$ cat config.mk
export PLATFORM = sky130hd
export DESIGN_NAME = rsqrt_seed
export DESIGN_NICKNAME = d
export VERILOG_FILES = /design/src/fsqrt_pkg.sv /design/src/rsqrt_seed.sv
export VERILOG_INCLUDE_DIRS = /design/src /design/src/include
export SDC_FILE = /design/constraint.sdc
export NUM_CORES = 1
export LEC_CHECK = 0
export ABC_AREA = 1
export BUFFER_PORTS_ARGS = -buffer_cell sky130_fd_sc_hd__buf_2
export CAP_MARGIN = 20
export CORE_MARGIN = 2
export CORE_UTILIZATION = 46
export CTS_CLUSTER_SIZE = 8
export DETAILED_ROUTE_END_ITERATION = 10
export HOLD_SLACK_MARGIN = 0.1
export PLACE_DENSITY_LB_ADDON = 0.15
export SYNTH_ARGS = -nofsm -noshare
export SYNTH_HDL_FRONTEND = slang
export SYNTH_SLANG_ARGS = --single-unit
$ cat constraint.sdc
create_clock -name clk -period 1.3 [get_ports clk]
set_clock_uncertainty 0.1 [all_clocks]
set_input_delay 0 -clock clk [delete_from_list [all_inputs] [get_ports clk]]
set_output_delay 0 -clock clk [all_outputs]
set_load 0.05 [all_outputs]
$ cat src/include/rsqrt_seed_table.svh
`ifndef RSQRT_SEED_TABLE_SVH
`define RSQRT_SEED_TABLE_SVH

// entry k is 2^27 / sqrt(2 * mid_k), mid_k = (k + 0.5) / 16
// only k = 16..63 occur for a normalized mantissa
function automatic recip_t rsqrt_seed_lookup(input logic [SEED_BITS-1:0] idx);
   case (idx)
      6'd16: return 28'd93457226;
      6'd17: return 28'd90747740;
      6'd18: return 28'd88261050;
      6'd19: return 28'd85968120;
      6'd20: return 28'd83845200;
      6'd21: return 28'd81871970;
      6'd22: return 28'd80032040;
      6'd23: return 28'd78310680;
      6'd24: return 28'd76695845;
      6'd25: return 28'd75176960;
      6'd26: return 28'd73744900;
      6'd27: return 28'd72391700;
      6'd28: return 28'd71110320;
      6'd29: return 28'd69894650;
      6'd30: return 28'd68739270;
      6'd31: return 28'd67639380;
      6'd32: return 28'd66590640;
      6'd33: return 28'd65589210;
      6'd34: return 28'd64631650;
      6'd35: return 28'd63714900;
      6'd36: return 28'd62836010;
      6'd37: return 28'd61992570;
      6'd38: return 28'd61182100;
      6'd39: return 28'd60402770;
      6'd40: return 28'd59652324;
      6'd41: return 28'd58929250;
      6'd42: return 28'd58231890;
      6'd43: return 28'd57558560;
      6'd44: return 28'd56908200;
      6'd45: return 28'd56279360;
      6'd46: return 28'd55670900;
      6'd47: return 28'd55081860;
      6'd48: return 28'd54511010;
      6'd49: return 28'd53957590;
      6'd50: return 28'd53420590;
      6'd51: return 28'd52899500;
      6'd52: return 28'd52393280;
      6'd53: return 28'd51901280;
      6'd54: return 28'd51422870;
      6'd55: return 28'd50957550;
      6'd56: return 28'd50504550;
      6'd57: return 28'd50063450;
      6'd58: return 28'd49633740;
      6'd59: return 28'd49214860;
      6'd60: return 28'd48806447;
      6'd61: return 28'd48408000;
      6'd62: return 28'd48019220;
      6'd63: return 28'd47639600;
      default: return 28'd0;   // zero operand, overridden later
   endcase
endfunction

`endif

$ cat src/fsqrt_pkg.sv
package fsqrt_pkg;

   // single precision fields
   typedef logic [31:0] fp_word_t;
   typedef logic [7:0]  exp_t;
   typedef logic [22:0] mant_t;

   // mantissa in [1,4), 2 integer bits and 23 fraction bits
   typedef logic [24:0] norm_mant_t;

   // reciprocal root estimate, 1 integer bit and 27 fraction bits
   typedef logic [27:0] recip_t;

   // top mantissa bits that address the seed table
   localparam int SEED_BITS = 6;

   // in_valid to out_valid
   localparam int LATENCY = 7;

   localparam exp_t EXP_MAX       = 8'd255;
   localparam exp_t EXP_HALF_BIAS = 8'd64;   // added to the halved exponent

endpackage

$ cat src/rsqrt_seed.sv
`timescale 1ns/1ns
`default_nettype none

module rsqrt_seed (
   input  logic                  clk,
   input  logic                  reset,
   input  fsqrt_pkg::norm_mant_t mant,
   input  fsqrt_pkg::exp_t       half_exp,
   input  logic                  valid_in,
   output fsqrt_pkg::norm_mant_t mant_out,
   output fsqrt_pkg::exp_t       half_exp_out,
   output fsqrt_pkg::recip_t     seed,
   output logic                  valid
);
   import fsqrt_pkg::*;

`include "rsqrt_seed_table.svh"

   logic [SEED_BITS-1:0] index;

   assign index = mant[24 -: SEED_BITS];   // interval of 1/16

   always_ff @(posedge clk) begin
      if (reset)
         valid <= 1'b0;
      else
         valid <= valid_in;
   end

   always_ff @(posedge clk) begin
      seed         <= rsqrt_seed_lookup(index);
      mant_out     <= mant;
      half_exp_out <= half_exp;
   end

endmodule

`default_nettype wire

==> key figures, run 1 <==
Worst setup path
  • Required @ worst endpoint: approximately 1.5 ns
  • CP endpoint kind: register
  • Arr. time, crit path: between 1 and 1.5 ns
  • Cell family with most CP delay: buffers and inverters
  • Worst Path Max Fanout: 9
  • Critical path depth in cells: 7
  • CP Cell Sequence: buf_2, nand2_2, dlygate4sd3_1, inv_2, buf_4, nand3_1, nand3_1
  • Startpoint Class: input port
  • Critical path's most frequent cell: nand3_1
  • Crit path kind: input port to register
  • Worst path max stage delay: about 0.58 ns
  • CP Buf/Inv Count: 4
  • Critical Path Slowest Stage Cell: dlygate4sd3_1
  • Crit path to: seed[2]
  • Worst Setup SP: mant[24]

Route
  • DRT iter0 DRCs: 466
  • WL/cell: about 18 um
  • Via count: ~3,800
  • Residual DRC: 0
  • Via/cell ratio: 5.53
  • Final ANT Viol Nets: 0
  • DRT Wirelength: about 13,000 um
  • Pre-Repair DR Iteration Count: 5

Power and ir drop
  • Worst vdd ir: approximately 900 uV
  • Pwr per Cell Area: around 1200 nW/um2
  • Total power: about 5.6 mW
  • Static Leak: 2.43 nW

Flow run
  • Number of max-cap violations: 0

Layout
  • Final instance area: about 4600 um2
  • Util after Layout: around 73%
  • Antenna Cells: 0
  • Multi-input logic area: 1580 um2
  • Register Area: 1200 um2
  • Area growth from synthesis to layout: 54.0%
  • Final nets: between 600 and 700
  • Share of cells above drive strength 1: between 30% and 40%
  • Finished Layout Cells: just under 700
  • Final-layout fill cell count: 504

Global route
  • Grt ovf: 0
  • GRT Total Usage: between 30 and 40%
  • Vias in the first global route: around 3,700
  • Pin count of the biggest net entering global routing: 36
  • Initial antenna violation count: 0
  • Global-route wire length before repair: around 20,000 um

Logic synthesis
  • Ys Warns: 0
  • Cell area after synthesis: 3000 um2
  • Seq cells post-synth: 60
  • Synth cell types: 28
  • Mapped Avg Cell Area: around 7.2 um2
  • Post-synthesis net count: 476
  • Sequential area share after synthesis: between 40% and 50%
  • Gate Count Post-Synth: 419

Floorplan
  • Die width: about 85 um
  • Die height: about 85 um
  • Core area: ~6300 um2
  • Die area: 7180 um2
  • # rows: 29
  • Ports: a little under 100
  • Initial Utilization: 47.5%

Placement
  • Port-buffer cells: between 90 and 100
  • Hpwl dp: approximately 8700 um
  • Pre-CTS setup slack: -0.250 ns
  • Gpl congestion: ~1.2
  • Placed insts: roughly 640
  • DP Area: ~4000 um2

Clock tree
  • CTS Sinks: 60
  • Clk slew on worst S/H paths: around 0.07 ns
  • # H-tree levels: 3
  • CTS tree: yes
  • TritonCTS Buffers: 9
  • CTS max path bufs: 2
  • Clock root buffer master: clkbuf_8

STA
  • Final min period: 1.29 ns
  • Setup ws final: around 0.014 ns
  • Setup violators final: 0
  • Unrepaired setup endpoints after global routing: true
  • Final worst-path cycle share: a little over nine tenths
  • Max Clock Freq: ~780 MHz
  • Hold Vio Cnt, Final: 0
  • Max Transition Viols Final: 0

Status
  • Status: complete, no violations

Worst hold path
  • Hold Path Class: input port to register
[tightest hold or removal path, stage by stage]
cell and delay [ns]:
buf_2 0.13, buf_12 0.17, nand3_1 0.12, o22ai_1 0.08
[cell usage after synthesis]
| cell type | n | share of area [%] |
|---|---|---|
| o22ai_1 | 1 | 0.21 |
| nand3_1 | 44 | 7.3 |
| a21oi_4 | 1 | 0.54 |
| buf_2 | 10 | 1.7 |
| o2111ai_1 | 1 | 0.29 |
| inv_4 | 1 | 0.21 |
| or2_2 | 1 | 0.21 |
| nor2_2 | 4 | 0.83 |
| clkbuf_1 | 1 | 0.12 |
| a21oi_1 | 13 | 2.2 |
| o21ai_1 | 12 | 2.0 |
| nor2_1 | 34 | 4.3 |
| inv_1 | 21 | 2.6 |
| ha_1 | 21 | 8.8 |
| o211ai_1 | 6 | 1.5 |
| nand3b_1 | 1 | 0.25 |
| nand2_1 | 130 | 16 |
| buf_6 | 3 | 1.1 |
| conb_1 | 1 | 0.12 |
| inv_2 | 7 | 0.88 |
| or2_1 | 1 | 0.21 |
| dfxtp_1 | 60 | 40 |
| o221ai_1 | 1 | 0.29 |
| nand2_2 | 5 | 1.0 |
| nor3_1 | 1 | 0.17 |
| buf_4 | 5 | 1.3 |
| a21oi_2 | 1 | 0.29 |
| o21ai_0 | 32 | 5.3 |
[placed cells by master, fill, tap and decap left out, types with 2 or more instances in the layout]
| cell type | count |
|---|---|
| dlygate4sd3_1 | 40 |
| nand2_1 | 130 |
| dfxtp_1 | 60 |
| a21oi_1 | 13 |
| nor2_1 | 33 |
| nand2_2 | 5 |
| buf_2 | 96 |
| inv_1 | 20 |
| o21ai_0 | 31 |
| ha_2 | 2 |
| inv_2 | 7 |
| clkbuf_8 | 11 |
| clkinvlp_4 | 2 |
| nor2_2 | 5 |
| buf_4 | 65 |
| o211ai_1 | 6 |
| ha_1 | 18 |
| nand3_1 | 44 |
| bufinv_16 | 2 |
| o21ai_1 | 13 |
[logic make-up (layout without fill, tap and decap cells)]
family	Yosys count	in the layout	synth area share [%]
compound gates	68	68	12.6
other cells	1	1	0.125
fa+ha+maj	21	21	8.76
simple gates	221	221	30.6
flops	60	60	40.0
buf+inv	48	247	7.88
[through the flow]
step	hold slack [ns]	setup TNS, ns
3_3_place_gp	0.00213	-3.13
5_1_grt	0.148	-0.00492
6_report	0.124	0
4_1_cts	0.117	0
3_5_place_dp	0.00384	-3.67
2_1_floorplan	-0.0723	0
[flip-flops by register name (all words and copies together), names as in the netlist]
name and cells:
valid 1, half_exp_out 8, mant_out 24, seed 27
[where the power goes]
| group | leakage, nW | total (mW) | switching [mW] | internal, mW |
|---|---|---|---|---|
| sequential | 0.504 | 2.02 | 0.0402 | 1.98 |
| combinational | 1.82 | 1.68 | 1.15 | 0.531 |
| clock | 0.111 | 1.92 | 0.752 | 1.17 |
| total | 2.43 | 5.63 | 1.94 | 3.68 |
[area by class of cell]
type                            count  share of cell area [%]
Inverter                           29                    2.49
Sequential cell                    60                    26.0
Timing Repair Buffer              203                    30.3
Clock buffer                       11                    3.28
Tap cell                           77                    2.09
Multi-Input combinational cell    311                    34.3
Clock inverter                      4                    1.57
[routing by layer]
layer | track usage (%) | up-vias | wire, um
li1 | - | 1744 | -
met1 | 42.3 | 1697 | 4750
met2 | 60.8 | 326 | 5940
met3 | 9.34 | 75 | 1510
met4 | 14.1 | 0 | 606
met5 | 0 | - | 0
[how the worst min path moves through the flow]
stage	startpoint	endpoint	slack, ns	cells past startpoint
after floorplan	half_exp[0]	half_exp_out[0]	-0.07	0
after global placement	half_exp[2]	half_exp_out[2]	0.002	1
final	mant[22]	seed[0]	0.12	4
after CTS	mant[22]	seed[0]	0.12	4
after detailed placement	mant[8]	mant_out[8]	0.004	1
after global routing	mant[23]	seed[19]	0.15	5
[repair_timing]
item                                    4_1_cts  5_1_grt
gates resized for setup                       0        5
hold buffers                                 40        0
setup buffers                                 0        4
endpoints found under the setup margin        0        8
endpoints found under the hold margin        43        0
Power figures use the tool's default switching activity.
==> run 2: changes to the inputs <==
PLACE_DENSITY = 0.76   (was unset)
PLACE_DENSITY_LB_ADDON = unset   (was 0.15)
==> run 2 against run 1 <==
Against the previous run: the run now ends with negative hold slack left; wire length rose by 2.1%; combinational power barely moved; die area did not move; clock power fell by 13%; via count fell by 1.1%; clock-buffer cell count fell by 1; non-clock buffer count fell by 11; utilization fell by 0.89 points; worst hold slack got worse by 0.36 ns; largest power group unchanged.
==> key figures, run 2 (synthesized netlist as in run 1, its figures left out) <==
Status
  • Status: finished with violations
  • Failing checks: negative hold slack

Layout
  • Commonest non-fill, non-tap cell in the layout: nand2_1
  • Biggest register: seed
  • Final-layout fill cell count: between 500 and 600
  • Finished Layout Cells: 684
  • Final nets: 660
  • Share of cells above drive strength 1: between 30% and 40%
  • Util after Layout: between 70% and 80%
  • Antenna Cells: 0
  • Commonest non-fill, non-tap cells in the layout: 128 x nand2_1, 96 x buf_2, 60 x dfxtp_1
  • Max reg flops: 27
  • Biggest regs: seed: 27 flops, mant_out: 24 flops, half_exp_out: 8 flops
  • Final instance area: 4560 um2
  • Area growth from synthesis to layout: 52.1%

Route
  • Residual DRC: 0
  • Final ANT Viol Nets: 0
  • WL/cell: 19.1 um
  • Via count: 3,799
  • DRT Wirelength: around 13,000 um
  • DRT iter0 DRCs: between 400 and 500
  • Via/cell ratio: roughly 5.6
  • Pre-Repair DR Iteration Count: 5

Clock tree
  • TritonCTS Buffers: 9
  • # H-tree levels: 3
  • CTS Hold Bufs: 37
  • Post-CTS Setup Inserts: 0
  • CTS Sinks: 60
  • Clock root buffer master: clkbuf_8
  • CTS tree: yes
  • CTS max path bufs: 2
  • Clk slew on worst S/H paths: about 0.07 ns

Global route
  • Initial antenna violation count: 0
  • Vias in the first global route: approximately 3,700
  • GRT Total Usage: ~37%
  • Global-route wire length before repair: approximately 20,000 um
  • Grt ovf: 0
  • Pin count of the biggest net entering global routing: 36

STA
  • Final worst-path cycle share: a little over nine tenths
  • Max Clock Freq: 791 MHz
  • Hold Vio Cnt, Final: 2
  • Setup TNS Final: 0 ns
  • Final min period: roughly 1.3 ns
  • Unrepaired setup endpoints after global routing: false
  • Max Transition Viols Final: 0
  • Setup ws final: roughly 0.035 ns
  • Fin Hold WS: -0.233 ns
  • Setup violators final: 0

Floorplan
  • Die height: 84.8 um
  • Die area: a little over 7000 um2
  • Core area: 6310 um2
  • Die width: approximately 85 um
  • Initial Utilization: between 40% and 50%
  • Ports: 98
  • # rows: 29

Placement
  • Gpl congestion: 1.09
  • Hpwl dp: 9070 um
  • Pre-CTS setup slack: -0.246 ns
  • Placed insts: 632
  • DP Area: 3990 um2
  • Port-buffer cells: 96

Flow run
  • Number of max-cap violations: 0

Worst hold path
  • WHS Endpoint: seed[25]
  • Min-delay src: mant[24]
  • Hold Path Class: input port to register
  • Cells on Worst Hold Path: 1

Worst setup path
  • CP endpoint kind: register
  • Crit path kind: input port to register
  • Required @ worst endpoint: 1.48 ns
  • Startpoint Class: input port
  • Arr. time, crit path: between 1 and 1.5 ns
  • Worst Path Max Fanout: 7

Power and ir drop
  • Pwr per Cell Area: approximately 1200 nW/um2
  • Static Leak: between 2 and 2.5 nW
  • Worst vdd ir: 854 uV
==> run 2: cell type report <==
class,count,area (um2),area share (%)
Clock buffer,10,138,3.02
Clock inverter,5,52.6,1.15
Inverter,29,120,2.63
Multi-Input combinational cell,311,1580,34.7
Sequential cell,60,1200,26.3
Tap cell,77,96.3,2.11
Timing Repair Buffer,192,1370,30.1
==> run 2: worst max path at each step <==
stage / start / endpoint / cells after the start
floorplan: mant[20] / seed[20] / 9
global placement: mant[20] / seed[7] / 9
detailed placement: mant[20] / seed[7] / 9
CTS: mant[23] / seed[15] / 7
global route: mant[20] / seed[20] / 10
finish: mant[23] / seed[1] / 7
==> run 2: repair_timing <==
action | CTS | global route
resized for setup | 0 | 8
endpoints found under the setup margin | 0 | 10
hold endpoints to repair | 39 | 3
==> run 2: stage by stage <==
stage	total power [mW]	hold WS, ns
final	5.37	-0.233
after global routing	5.56	-0.245
after CTS	5.32	-0.244
after detailed placement	3.60	0.00385
after global placement	3.59	0.00179
after floorplan	3.06	-0.0723
==> run 2: worst max-delay path, stage by stage <==
cell and delay, ns:
buf_2 0.11, dlygate4sd3_1 0.66, nand2_2 0.09, inv_2 0.19, buf_12 0.15, nand3_1 0.09, nand3_1 0.13
==> run 2: report_power, final <==
group          leakage, nW  switching [mW]  internal (mW)
combinational         1.80            1.15          0.526
clock               0.0979           0.755          0.916
sequential           0.504          0.0427           1.98
==> run 2: per-layer routing <==
| metal | routed length (um) | share of wire [%] | GRT usage, % |
|---|---|---|---|
| met4 | 585 | 4.5 | 17.5 |
| met2 | 6190 | 47 | 61.8 |
| met3 | 1460 | 11 | 7.37 |
| met5 | 0 | 0 | 0 |
| met1 | 4850 | 37 | 44.9 |
==> run 3: changes to the inputs <==
CORE_UTILIZATION = 47   (was 46)
CTS_BUF_LIST = sky130_fd_sc_hd__clkbuf_4 sky130_fd_sc_hd__clkbuf_8   (was unset)
PLACE_DENSITY = 0.78   (was 0.76)
==> run 3 against run 2 <==
Against the previous run: critical path depth rose by 1; clock power down 10%; non-clock buffer count increased by 3; the run now ends clean; setup slack worse by 0.019 ns; design area fell by 0.90%; via count down 3.9%; largest power group unchanged; die area fell by 2.0%; largest cell class unchanged; utilization is 0.24 points lower; critical path type unchanged; worst hold slack gained 0.37 ns.
==> key figures, run 3 (synthesized netlist as in run 1, its figures left out) <==
Status
  • Status: complete, no violations

STA
  • Hold Vio Cnt, Final: 0
  • Max Clock Freq: between 700 and 800 MHz
  • Unrepaired setup endpoints after global routing: true
  • Max Transition Viols Final: 0
  • Final worst-path cycle share: a little over nine tenths
  • Final min period: approximately 1.3 ns
  • Setup violators final: 0

Clock tree
  • CTS tree: yes
  • CTS max path bufs: 2
  • Clk slew on worst S/H paths: roughly 0.06 ns
  • Clock root buffer master: clkbuf_8
  • TritonCTS Buffers: 9
  • CTS Sinks: 60
  • # H-tree levels: 3
  • Post-CTS Setup Inserts: 0

Worst hold path
  • Hold Path Class: input port to register

Layout
  • Finished Layout Cells: 687
  • Antenna Cells: 0
  • Commonest non-fill, non-tap cells in the layout: 130 x nand2_1, 96 x buf_2, 60 x dfxtp_1
  • Commonest non-fill, non-tap cell in the layout: nand2_1
  • Max reg flops: 27
  • Biggest regs: seed: 27 flops, mant_out: 24 flops, half_exp_out: 8 flops
  • Area growth from synthesis to layout: 50.7%
  • Final nets: about 660
  • Util after Layout: 72.0%
  • Biggest register: seed
  • Share of cells above drive strength 1: 31.8%

Route
  • Final ANT Viol Nets: 0
  • DRT Wirelength: approximately 12,000 um
  • WL/cell: 17.2 um
  • Via count: ~3,700
  • Via/cell ratio: roughly 5.3
  • DRT iter0 DRCs: 350
  • Residual DRC: 0
  • Pre-Repair DR Iteration Count: 5

Placement
  • Hpwl dp: about 8500 um
  • Port-buffer cells: 96
  • Placed insts: between 600 and 700
  • Gpl congestion: 1.05

Floorplan
  • Initial Utilization: 47.8%
  • # rows: 29
  • Core area: 6280 um2
  • Die width: between 80 and 90 um
  • Die area: approximately 7000 um2
  • Die height: roughly 84 um
  • Ports: 98

Power and ir drop
  • Pwr per Cell Area: 1140 nW/um2
  • Worst vdd ir: 1090 uV
  • Total power: a little over 5 mW
  • Static Leak: about 2.4 nW

Global route
  • Grt ovf: 0
  • Initial antenna violation count: 0
  • Vias in the first global route: roughly 3,600
  • GRT Total Usage: between 30% and 40%
  • Global-route wire length before repair: 18,500 um
  • Pin count of the biggest net entering global routing: 37

Worst setup path
  • Required @ worst endpoint: between 1 and 1.5 ns
  • Arr. time, crit path: ~1.4 ns
  • Worst Path Max Fanout: 8
  • CP endpoint kind: register
  • Crit path kind: input port to register
  • Startpoint Class: input port

Flow run
  • Number of max-cap violations: 0
==> run 3: final timing paths <==
path,start,end,cells after the start
max,mant[20],seed[6],8
min,mant[22],seed[0],4
==> run 3: layer usage <==
layer	track usage [%]	vias up	share of wire, %
met3	7.32	50	11
met1	42.1	1604	39
met5	0	-	0
met2	54.5	267	44
li1	-	1730	-
met4	21.3	0	5.9
==> run 3: critical path: stages <==
cell	delay, ns
buf_2	0.11
clkinvlp_4	0.19
ha_4	0.31
ha_1	0.23
o21ai_1	0.19
o21ai_0	0.14
nand2_1	0.12
nand3_1	0.10
==> run 3: final cells by class <==
class | count | area, um2
Tap cell | 77 | 96.3
Clock inverter | 4 | 25.0
Timing Repair Buffer | 195 | 1350
Sequential cell | 60 | 1200
Inverter | 29 | 118
Multi-Input combinational cell | 311 | 1580
Clock buffer | 11 | 151
Fill cell | 518 | 1760
==> run 3: power by group <==
group | total, mW | switching [mW] | internal (mW)
Clock | 1.50 | 0.724 | 0.777
Combinational | 1.64 | 1.12 | 0.516
Sequential | 2.03 | 0.0435 | 1.98
==> run 3: per-stage QoR <==
stage          cell area [um2]  setup slack (ns)  hold WS [ns]  setup TNS (ns)
2_1_floorplan             3020            0.0823       -0.0723               0
3_5_place_dp              3940            -0.375       0.00411           -3.39
3_3_place_gp              3940            -0.367       0.00268           -3.26
6_report                  4520            0.0162         0.132               0
4_1_cts                   4510            0.0129         0.100               0
5_1_grt                   4520           -0.0395         0.127         -0.0395
==> run 3: repair_timing <==
| action | 4_1_cts | 5_1_grt |
|---|---|---|
| hold endpoints to repair | 40 | 0 |
| hold buffers | 40 | 0 |
| endpoints found under the setup margin | 1 | 6 |
| resized for setup | 1 | 4 |
| pin swaps | 0 | 0 |
